==> config.mk <==
export PLATFORM = sky130hd
export DESIGN_NAME = cpu16_core
export DESIGN_NICKNAME = d
export VERILOG_FILES = /design/src/source/cpu16_pkg.sv /design/src/source/cpu16_core.sv /design/src/source/exec_unit.sv /design/src/source/id_ex_reg.sv /design/src/source/inst_decode.sv /design/src/source/reg_file.sv
export VERILOG_INCLUDE_DIRS = /design/src
export SDC_FILE = /design/constraint.sdc
export NUM_CORES = 1
export LEC_CHECK = 0
export ABC_AREA = 1
export BUFFER_PORTS_ARGS = -buffer_cell sky130_fd_sc_hd__buf_4
export CAP_MARGIN = 25
export CELL_PAD_IN_SITES_DETAIL_PLACEMENT = 1
export CELL_PAD_IN_SITES_GLOBAL_PLACEMENT = 1
export CORE_MARGIN = 10
export CORE_UTILIZATION = 25
export CTS_CLUSTER_DIAMETER = 120
export DETAILED_ROUTE_END_ITERATION = 8
export PLACE_DENSITY_LB_ADDON = 0.25
export SLEW_MARGIN = 40
export SYNTH_ARGS = -nofsm -noshare
export SYNTH_HDL_FRONTEND = slang
export SYNTH_SLANG_ARGS = --single-unit
==> constraint.sdc <==
create_clock -name clk -period 6.2 [get_ports clk]
set_clock_uncertainty 0.15 [all_clocks]
set_input_delay 1.86 -clock clk [delete_from_list [all_inputs] [get_ports clk]]
set_output_delay 1.86 -clock clk [all_outputs]
set_load 0.05 [all_outputs]
==> src/cpu16_defines.svh <==
`ifndef CPU16_DEFINES_SVH
`define CPU16_DEFINES_SVH

// datapath widths
`define CPU16_DATA_W 16
`define CPU16_PC_W   16

// general register file
`define CPU16_REG_N  8
`define CPU16_REG_AW 3

// opcode field in inst[15:11]
`define CPU16_OP_NOP   5'd0
`define CPU16_OP_ADDU  5'd1
`define CPU16_OP_SUBU  5'd2
`define CPU16_OP_AND   5'd3
`define CPU16_OP_OR    5'd4
`define CPU16_OP_SLT   5'd5
`define CPU16_OP_ADDIU 5'd6
`define CPU16_OP_LI    5'd7
`define CPU16_OP_SLL   5'd8
`define CPU16_OP_BEQZ  5'd9
`define CPU16_OP_B     5'd10

`endif

==> src/source/cpu16_pkg.sv <==
`include "cpu16_defines.svh"

package cpu16_pkg;

    typedef logic [`CPU16_DATA_W-1:0] data_t;
    typedef logic [`CPU16_PC_W-1:0]   pc_t;
    typedef logic [`CPU16_REG_AW-1:0] reg_addr_t;

    // alu function for the execute stage
    typedef enum logic [2:0] {
        ALU_ADD,
        ALU_SUB,
        ALU_AND,
        ALU_OR,
        ALU_SLT,
        ALU_SLL,
        ALU_PASS_B
    } alu_op_t;

    // source of alu operand b
    typedef enum logic [1:0] {
        B_REG,
        B_IMM,
        B_SHAMT
    } alu_b_sel_t;

    // branch kind
    typedef enum logic [1:0] {
        JUMP_NONE,
        JUMP_BEQZ,
        JUMP_ALWAYS
    } jump_t;

endpackage

==> src/source/cpu16_core.sv <==
`timescale 1ns/1ps

module cpu16_core (
    input  logic                 clk,
    input  logic                 rst,
    input  logic [15:0]          inst,
    input  cpu16_pkg::pc_t       inst_pc,
    input  logic                 inst_valid,
    input  logic                 pause,
    output logic                 res_we,
    output cpu16_pkg::reg_addr_t res_addr,
    output cpu16_pkg::data_t     res_data,
    output logic                 branch_taken,
    output cpu16_pkg::pc_t       branch_target
);

    // decode stage
    cpu16_pkg::reg_addr_t  d_ra_addr;
    cpu16_pkg::reg_addr_t  d_rb_addr;
    cpu16_pkg::reg_addr_t  d_wb_addr;
    cpu16_pkg::alu_op_t    d_alu_op;
    cpu16_pkg::alu_b_sel_t d_b_sel;
    cpu16_pkg::jump_t      d_jump;
    logic                  d_wb_en;
    logic                  d_valid;
    cpu16_pkg::data_t      d_imm;
    cpu16_pkg::data_t      d_shamt;
    cpu16_pkg::data_t      d_ra_data;
    cpu16_pkg::data_t      d_rb_data;

    // execute stage
    cpu16_pkg::reg_addr_t  e_ra_addr;
    cpu16_pkg::reg_addr_t  e_rb_addr;
    cpu16_pkg::reg_addr_t  e_wb_addr;
    cpu16_pkg::alu_op_t    e_alu_op;
    cpu16_pkg::alu_b_sel_t e_b_sel;
    cpu16_pkg::jump_t      e_jump;
    logic                  e_wb_en;
    logic                  e_valid;
    cpu16_pkg::data_t      e_imm;
    cpu16_pkg::data_t      e_shamt;
    cpu16_pkg::data_t      e_ra_data;
    cpu16_pkg::data_t      e_rb_data;
    cpu16_pkg::pc_t        e_pc;
    logic                  flush;

    inst_decode i_decode (
        .inst       (inst),
        .inst_valid (inst_valid),
        .ra_addr    (d_ra_addr),
        .rb_addr    (d_rb_addr),
        .wb_addr    (d_wb_addr),
        .alu_op     (d_alu_op),
        .b_sel      (d_b_sel),
        .jump       (d_jump),
        .wb_en      (d_wb_en),
        .valid      (d_valid),
        .imm        (d_imm),
        .shamt      (d_shamt)
    );

    // written back straight from the execute result register
    reg_file i_reg_file (
        .clk     (clk),
        .rst     (rst),
        .ra_addr (d_ra_addr),
        .rb_addr (d_rb_addr),
        .we      (res_we),
        .wa      (res_addr),
        .wd      (res_data),
        .ra_data (d_ra_data),
        .rb_data (d_rb_data)
    );

    id_ex_reg i_id_ex (
        .clk        (clk),
        .rst        (rst),
        .pause      (pause),
        .flush      (flush),
        .n_ra_addr  (d_ra_addr),
        .n_rb_addr  (d_rb_addr),
        .n_wb_addr  (d_wb_addr),
        .n_alu_op   (d_alu_op),
        .n_b_sel    (d_b_sel),
        .n_jump     (d_jump),
        .n_wb_en    (d_wb_en),
        .n_valid    (d_valid),
        .n_imm      (d_imm),
        .n_shamt    (d_shamt),
        .n_ra_data  (d_ra_data),
        .n_rb_data  (d_rb_data),
        .n_pc       (inst_pc),
        .ex_ra_addr (e_ra_addr),
        .ex_rb_addr (e_rb_addr),
        .ex_wb_addr (e_wb_addr),
        .ex_alu_op  (e_alu_op),
        .ex_b_sel   (e_b_sel),
        .ex_jump    (e_jump),
        .ex_wb_en   (e_wb_en),
        .ex_valid   (e_valid),
        .ex_imm     (e_imm),
        .ex_shamt   (e_shamt),
        .ex_ra_data (e_ra_data),
        .ex_rb_data (e_rb_data),
        .ex_pc      (e_pc)
    );

    exec_unit i_exec (
        .clk           (clk),
        .rst           (rst),
        .pause         (pause),
        .ex_ra_addr    (e_ra_addr),
        .ex_rb_addr    (e_rb_addr),
        .ex_wb_addr    (e_wb_addr),
        .ex_alu_op     (e_alu_op),
        .ex_b_sel      (e_b_sel),
        .ex_jump       (e_jump),
        .ex_wb_en      (e_wb_en),
        .ex_valid      (e_valid),
        .ex_imm        (e_imm),
        .ex_shamt      (e_shamt),
        .ex_ra_data    (e_ra_data),
        .ex_rb_data    (e_rb_data),
        .ex_pc         (e_pc),
        .flush         (flush),
        .res_we        (res_we),
        .res_addr      (res_addr),
        .res_data      (res_data),
        .branch_taken  (branch_taken),
        .branch_target (branch_target)
    );

endmodule

==> src/source/exec_unit.sv <==
`timescale 1ns/1ps
`include "cpu16_defines.svh"

module exec_unit (
    input  logic                  clk,
    input  logic                  rst,
    input  logic                  pause,
    input  cpu16_pkg::reg_addr_t  ex_ra_addr,
    input  cpu16_pkg::reg_addr_t  ex_rb_addr,
    input  cpu16_pkg::reg_addr_t  ex_wb_addr,
    input  cpu16_pkg::alu_op_t    ex_alu_op,
    input  cpu16_pkg::alu_b_sel_t ex_b_sel,
    input  cpu16_pkg::jump_t      ex_jump,
    input  logic                  ex_wb_en,
    input  logic                  ex_valid,
    input  cpu16_pkg::data_t      ex_imm,
    input  cpu16_pkg::data_t      ex_shamt,
    input  cpu16_pkg::data_t      ex_ra_data,
    input  cpu16_pkg::data_t      ex_rb_data,
    input  cpu16_pkg::pc_t        ex_pc,
    output logic                  flush,
    output logic                  res_we,
    output cpu16_pkg::reg_addr_t  res_addr,
    output cpu16_pkg::data_t      res_data,
    output logic                  branch_taken,
    output cpu16_pkg::pc_t        branch_target
);

    logic             fwd_valid;
    cpu16_pkg::data_t op_a;
    cpu16_pkg::data_t reg_b;
    cpu16_pkg::data_t op_b;
    cpu16_pkg::data_t alu_res;
    logic             taken;
    logic             slt;

    // res_addr/res_data double as the forwarding register
    assign op_a  = (fwd_valid && (res_addr == ex_ra_addr)) ? res_data : ex_ra_data;
    assign reg_b = (fwd_valid && (res_addr == ex_rb_addr)) ? res_data : ex_rb_data;

    assign op_b = (ex_b_sel == cpu16_pkg::B_IMM)   ? ex_imm   :
                  (ex_b_sel == cpu16_pkg::B_SHAMT) ? ex_shamt : reg_b;

    assign slt = $signed(op_a) < $signed(op_b);

    always_comb begin
        case (ex_alu_op)
            cpu16_pkg::ALU_ADD:    alu_res = op_a + op_b;
            cpu16_pkg::ALU_SUB:    alu_res = op_a - op_b;
            cpu16_pkg::ALU_AND:    alu_res = op_a & op_b;
            cpu16_pkg::ALU_OR:     alu_res = op_a | op_b;
            cpu16_pkg::ALU_SLT:    alu_res = {{(`CPU16_DATA_W-1){1'b0}}, slt};
            cpu16_pkg::ALU_SLL:    alu_res = op_a << op_b;
            cpu16_pkg::ALU_PASS_B: alu_res = op_b;
            default:               alu_res = '0;
        endcase
    end

    assign taken = (ex_jump == cpu16_pkg::JUMP_ALWAYS) ||
                   ((ex_jump == cpu16_pkg::JUMP_BEQZ) && (op_a == '0));
    assign flush = ex_valid && taken;

    // strobes drop during pause, the forwarding valid holds
    always_ff @(posedge clk or posedge rst) begin
        if (rst) begin
            res_we       <= 1'b0;
            branch_taken <= 1'b0;
            fwd_valid    <= 1'b0;
        end else begin
            res_we       <= !pause && ex_valid && ex_wb_en;
            branch_taken <= !pause && ex_valid && taken;
            if (!pause) begin
                fwd_valid <= ex_valid && ex_wb_en;
            end
        end
    end

    always_ff @(posedge clk) begin
        if (!pause) begin
            res_addr      <= ex_wb_addr;
            res_data      <= alu_res;
            branch_target <= ex_pc + cpu16_pkg::pc_t'(1) + ex_imm;
        end
    end

    a_one_event: assert property (
        @(posedge clk) disable iff (rst) !(res_we && branch_taken)
    );

endmodule

==> src/source/id_ex_reg.sv <==
`timescale 1ns/1ps

module id_ex_reg (
    input  logic                  clk,
    input  logic                  rst,
    input  logic                  pause,
    input  logic                  flush,
    input  cpu16_pkg::reg_addr_t  n_ra_addr,
    input  cpu16_pkg::reg_addr_t  n_rb_addr,
    input  cpu16_pkg::reg_addr_t  n_wb_addr,
    input  cpu16_pkg::alu_op_t    n_alu_op,
    input  cpu16_pkg::alu_b_sel_t n_b_sel,
    input  cpu16_pkg::jump_t      n_jump,
    input  logic                  n_wb_en,
    input  logic                  n_valid,
    input  cpu16_pkg::data_t      n_imm,
    input  cpu16_pkg::data_t      n_shamt,
    input  cpu16_pkg::data_t      n_ra_data,
    input  cpu16_pkg::data_t      n_rb_data,
    input  cpu16_pkg::pc_t        n_pc,
    output cpu16_pkg::reg_addr_t  ex_ra_addr,
    output cpu16_pkg::reg_addr_t  ex_rb_addr,
    output cpu16_pkg::reg_addr_t  ex_wb_addr,
    output cpu16_pkg::alu_op_t    ex_alu_op,
    output cpu16_pkg::alu_b_sel_t ex_b_sel,
    output cpu16_pkg::jump_t      ex_jump,
    output logic                  ex_wb_en,
    output logic                  ex_valid,
    output cpu16_pkg::data_t      ex_imm,
    output cpu16_pkg::data_t      ex_shamt,
    output cpu16_pkg::data_t      ex_ra_data,
    output cpu16_pkg::data_t      ex_rb_data,
    output cpu16_pkg::pc_t        ex_pc
);

    // a taken branch in execute turns this slot into a bubble
    always_ff @(posedge clk or posedge rst) begin
        if (rst) begin
            ex_valid <= 1'b0;
            ex_wb_en <= 1'b0;
            ex_jump  <= cpu16_pkg::JUMP_NONE;
        end else if (!pause) begin
            ex_valid <= n_valid && !flush;
            ex_wb_en <= n_wb_en;
            ex_jump  <= n_jump;
        end
    end

    always_ff @(posedge clk) begin
        if (!pause) begin
            ex_ra_addr <= n_ra_addr;
            ex_rb_addr <= n_rb_addr;
            ex_wb_addr <= n_wb_addr;
            ex_alu_op  <= n_alu_op;
            ex_b_sel   <= n_b_sel;
            ex_imm     <= n_imm;
            ex_shamt   <= n_shamt;
            ex_ra_data <= n_ra_data;
            ex_rb_data <= n_rb_data;
            ex_pc      <= n_pc;
        end
    end

    // an instruction offered during pause would be lost
    a_no_strobe_in_pause: assert property (
        @(posedge clk) disable iff (rst) pause |-> !n_valid
    );

endmodule

==> src/source/inst_decode.sv <==
`timescale 1ns/1ps
`include "cpu16_defines.svh"

module inst_decode (
    input  logic [15:0]            inst,
    input  logic                   inst_valid,
    output cpu16_pkg::reg_addr_t   ra_addr,
    output cpu16_pkg::reg_addr_t   rb_addr,
    output cpu16_pkg::reg_addr_t   wb_addr,
    output cpu16_pkg::alu_op_t     alu_op,
    output cpu16_pkg::alu_b_sel_t  b_sel,
    output cpu16_pkg::jump_t       jump,
    output logic                   wb_en,
    output logic                   valid,
    output cpu16_pkg::data_t       imm,
    output cpu16_pkg::data_t       shamt
);

    logic [4:0]           opcode;
    cpu16_pkg::reg_addr_t rx;
    cpu16_pkg::reg_addr_t ry;
    cpu16_pkg::reg_addr_t rz;
    cpu16_pkg::data_t     imm8_s;
    cpu16_pkg::data_t     imm8_z;
    cpu16_pkg::data_t     imm11_s;

    assign opcode = inst[15:11];
    assign rx     = inst[10:8];
    assign ry     = inst[7:5];
    assign rz     = inst[4:2];

    // extended immediates
    assign imm8_s  = {{(`CPU16_DATA_W-8){inst[7]}}, inst[7:0]};
    assign imm8_z  = {{(`CPU16_DATA_W-8){1'b0}}, inst[7:0]};
    assign imm11_s = {{(`CPU16_DATA_W-11){inst[10]}}, inst[10:0]};
    assign shamt   = {{(`CPU16_DATA_W-3){1'b0}}, inst[4:2]};

    // nop and unknown opcodes still flow down as valid, they just do nothing
    assign valid = inst_valid;

    always_comb begin
        ra_addr = rx;
        rb_addr = ry;
        wb_addr = rz;
        alu_op  = cpu16_pkg::ALU_ADD;
        b_sel   = cpu16_pkg::B_REG;
        jump    = cpu16_pkg::JUMP_NONE;
        wb_en   = 1'b0;
        imm     = imm8_s;
        case (opcode)
            `CPU16_OP_ADDU: begin
                wb_en = 1'b1;
            end
            `CPU16_OP_SUBU: begin
                alu_op = cpu16_pkg::ALU_SUB;
                wb_en  = 1'b1;
            end
            `CPU16_OP_AND: begin
                alu_op = cpu16_pkg::ALU_AND;
                wb_en  = 1'b1;
            end
            `CPU16_OP_OR: begin
                alu_op = cpu16_pkg::ALU_OR;
                wb_en  = 1'b1;
            end
            `CPU16_OP_SLT: begin
                alu_op = cpu16_pkg::ALU_SLT;
                wb_en  = 1'b1;
            end
            `CPU16_OP_ADDIU: begin
                wb_addr = rx;
                b_sel   = cpu16_pkg::B_IMM;
                wb_en   = 1'b1;
            end
            `CPU16_OP_LI: begin
                wb_addr = rx;
                alu_op  = cpu16_pkg::ALU_PASS_B;
                b_sel   = cpu16_pkg::B_IMM;
                imm     = imm8_z;
                wb_en   = 1'b1;
            end
            `CPU16_OP_SLL: begin
                // source is ry, result goes to rx
                ra_addr = ry;
                wb_addr = rx;
                alu_op  = cpu16_pkg::ALU_SLL;
                b_sel   = cpu16_pkg::B_SHAMT;
                wb_en   = 1'b1;
            end
            `CPU16_OP_BEQZ: begin
                jump = cpu16_pkg::JUMP_BEQZ;
            end
            `CPU16_OP_B: begin
                jump = cpu16_pkg::JUMP_ALWAYS;
                imm  = imm11_s;
            end
            default: begin
                wb_en = 1'b0;
            end
        endcase
    end

endmodule

==> src/source/reg_file.sv <==
`timescale 1ns/1ps
`include "cpu16_defines.svh"

module reg_file (
    input  logic                 clk,
    input  logic                 rst,
    input  cpu16_pkg::reg_addr_t ra_addr,
    input  cpu16_pkg::reg_addr_t rb_addr,
    input  logic                 we,
    input  cpu16_pkg::reg_addr_t wa,
    input  cpu16_pkg::data_t     wd,
    output cpu16_pkg::data_t     ra_data,
    output cpu16_pkg::data_t     rb_data
);

    cpu16_pkg::data_t regs [`CPU16_REG_N];

    always_ff @(posedge clk or posedge rst) begin
        if (rst) begin
            for (int i = 0; i < `CPU16_REG_N; i++) begin
                regs[i] <= '0;
            end
        end else if (we) begin
            regs[wa] <= wd;
        end
    end

    // a write on this edge is also the edge that id_ex captures on,
    // so hand the new value straight to the reader
    always_comb begin
        if (we && (wa == ra_addr)) begin
            ra_data = wd;
        end else begin
            ra_data = regs[ra_addr];
        end
    end

    always_comb begin
        if (we && (wa == rb_addr)) begin
            rb_data = wd;
        end else begin
            rb_data = regs[rb_addr];
        end
    end

endmodule
==> flow_summary_export.csv <==
group,metric,value,unit
status,run_status,"finished clean",
drt,via_per_inst,5.08,
critical_path,crit_path_end_kind,"flop",
critical_path,cp_slowest_stage_delay,620,ps
global_route,grt_max_degree,67,
power,power,5440,uW
floorplan,die_x,265,um
power,p_per_area,314,nW/um2
sta,rsz0062_at_grt,"no",
critical_path,cp.buffers_inverters,5,
floorplan,die_h,265,um
floorplan,start_util,25.3,%
critical_path,cp_data_arrival_time,4920,ps
sta,final.setup.tns,0,ps
clock_tree,cts_root_buf,"clkbuf_16",
clock_tree,clockBufferDepth,3,
yosys,synthArstFlopShare,56.3,%
global_route,grt.overflow.total,0,
floorplan,core_area,59100,um2
yosys,syn_area_per_cell,7.83,um2
yosys,synth_top_flop_cell,"dfrtp_1",
critical_path,critPathKind,"reg2reg",
placed_design,dp_slack,1390,ps
yosys,synth-edff-count,105,
yosys,synth_area_leaders,"dfrtp_1 23%, edfxtp_1 21%, o21ai_0 12%",
yosys,yosys_warnings,0,
sta,drv_slew,0,
sta,finalCriticalPeriod,4740,ps
critical_path,crit_slowest_cell,"edfxtp_1",
drt,drt-total-wl,58.4,mm
power,ir_drop,0.198,mV
placed_design,dp_hpwl,41.1,mm
clock_tree,cts_inserted_buffers,30,
critical_path,cp_common_cell,"nand2_1",
cells_and_area,fin_nets,2036,
floorplan,row_count,89,
clock_tree,clk_latency,590,ps
drt,drt_iter0_markers,904,
yosys,yosys_register_bits,240,
cells_and_area,final_cell_count_no_fill,2732,
floorplan,io_pins,73,
flow_run,max-cap-violations,0,
yosys,ys_seq_area_share,43.7,%
drt,num_vias,13900,
cells_and_area,drive_gt1_share,9.75,%
sta,fmaxAchievable,211,MHz
yosys,syn_nets,2013,
clock_tree,cts_resized,0,
clock_tree,ctsHoldBuffers,0,
sta,tightest_slew,814,ps
yosys,synth_top_area_cell,"dfrtp_1",
drt,routedWlPerCell,21.4,um
critical_path,required,6380,ps
clock_tree,cts_max_level,1,
drt,ant_nets,0,
cells_and_area,num-fill-cells,7026,
placed_design,finalWeightedCongestion,0.872,
clock_tree,cts_setup_buffers,0,
sta,fin_crit_sh,76.5,%
sta,maxSlewHeadroom,45.5,%
placed_design,port-buffer-count,72,
yosys,synth.distinct_cells,54,
cells_and_area,area.growth.synth_to_final,15.6,%
drt,drc_errors,0,
global_route,grt_pass1_vias,14400,
global_route,grt_pass1_wl,90.5,mm
sta,hold_viol,0,
global_route,grt_usage,16.4,%
floorplan,dieArea,70000,um2
power,p_leak,0.00740,uW
critical_path,crit_path_start_kind,"flop",
sta,setup_slack,1460,ps
clock_tree,clkSinkCount,240,
drt,first_pass_iters,5,
yosys,syn_inst,1911,
sta,final-setup-viol-count,0,
placed_design,dp_cells,2675,
global_route,antenna_found_initial,0,
clock_tree,clkTransAtPathRegs,60,ps
clock_tree,cts_tree,"yes",
min_path,min_path_type,"reg2reg",
yosys,synth_top_area_share,22.6,%
critical_path,worstPathMaxFanout,18,
critical_path,critPathTopFamily,"simple AND/OR/NAND/NOR gates",
yosys,syn-cell-area,15000,um2
==> registers in the layout (all words and copies together) (netlist names), 2 cells and up <==
register              cells
i_reg_file.regs         128
i_exec.res_data          16
i_id_ex.ex_wb_addr        3
i_id_ex.ex_rb_data       16
i_id_ex.ex_jump           2
i_id_ex.ex_pc            16
i_id_ex.ex_ra_data       16
i_id_ex.ex_imm           11
i_id_ex.ex_alu_op         3
i_id_ex.ex_b_sel          2
i_exec.branch_target     16
i_id_ex.ex_ra_addr        3
i_exec.res_addr           3
==> metrics by stage <==
step                      hold WS (ps)  cell area, um2  utilization [%]
after detailed placement           272           16300             27.6
final                              279           17300             29.2
after global placement             258           16300             27.6
after global routing               292           17300             29.2
after floorplan                    250           15000                -
after CTS                          284           17300             29.2
==> Yosys cell counts (16+ instances only) <==
| cell type | count |
|---|---|
| nand4_1 | 23 |
| nor2_1 | 135 |
| inv_1 | 196 |
| o221ai_1 | 25 |
| nand2_1 | 327 |
| o21ai_0 | 348 |
| a21oi_1 | 169 |
| dfrtp_1 | 135 |
| edfxtp_1 | 105 |
| nand3_1 | 117 |
| xor2_1 | 16 |
| ha_1 | 63 |
| clkbuf_1 | 100 |
==> path summary, 6_finish.rpt <==
kind / start / endpoint / slack (ps) / cells past startpoint
max in group asynchronous: rst / i_reg_file.regs[120] / 3630 / 3
hold / removal: i_id_ex.ex_wb_addr[0] / i_exec.res_addr[0] / 280 / 0
setup / recovery: i_exec.res_addr[2] / i_exec.res_data[14] / 1460 / 26
hold reg to reg: i_id_ex.ex_wb_addr[0] / i_exec.res_addr[0] / 280 / 0
min in group asynchronous: rst / i_reg_file.regs[22] / 1220 / 2
setup reg to reg: i_exec.res_addr[2] / i_exec.res_data[14] / 1460 / 26
==> routing by layer <==
metal,wire [um],vias up,global-route usage (%)
met1,26200,6905,21.0
met4,1490,0,4.64
met2,28700,264,28.7
met3,2020,80,1.71
li1,-,6619,-
met5,0,-,0
==> power by group <==
part	internal, uW	total [uW]	switching (uW)
Combinational	467	1490	1030
Sequential	1980	2200	220
Clock	1010	1750	732
==> final cells by class <==
class | instances | area [um2] | share of cell area [%]
diodes | 1 | 2.50 | 0.0145
clock buffers | 45 | 878 | 5.08
flip-flops and latches | 240 | 6530 | 37.8
well taps | 773 | 967 | 5.60
clock inverters | 11 | 82.6 | 0.478
multi-input cells | 1347 | 7220 | 41.8
repair buffers | 109 | 818 | 4.73
inverters | 206 | 786 | 4.55
==> cell usage in the layout, fill, tap and decap left out, types with 8 or more instances in the layout <==
cell / n
clkbuf_1: 9
nand3_1: 115
clkbuf_16: 31
dfrtp_1: 135
edfxtp_1: 105
o21ai_1: 11
ha_1: 63
buf_4: 109
o211ai_1: 14
xnor2_1: 8
o311ai_0: 9
nand2_1: 326
a21oi_1: 169
o221ai_1: 25
inv_1: 193
nand4_1: 23
o22ai_1: 13
xor2_1: 16
o21ai_0: 345
nor2_1: 133
==> logic make-up (layout without fill, tap and decap cells) <==
family | Yosys count | after routing | share of synthesized area, %
AOI/OAI and AO/OA | 629 | 629 | 23.1
xor gates and xnor gates | 24 | 24 | 1.41
adders and majority gates | 66 | 66 | 5.67
buffers and inverters | 324 | 371 | 8.41
DFF | 240 | 240 | 43.7
other | 0 | 1 | 0
and+or+nand+nor | 628 | 628 | 17.8
Power figures use the tool's default switching activity.
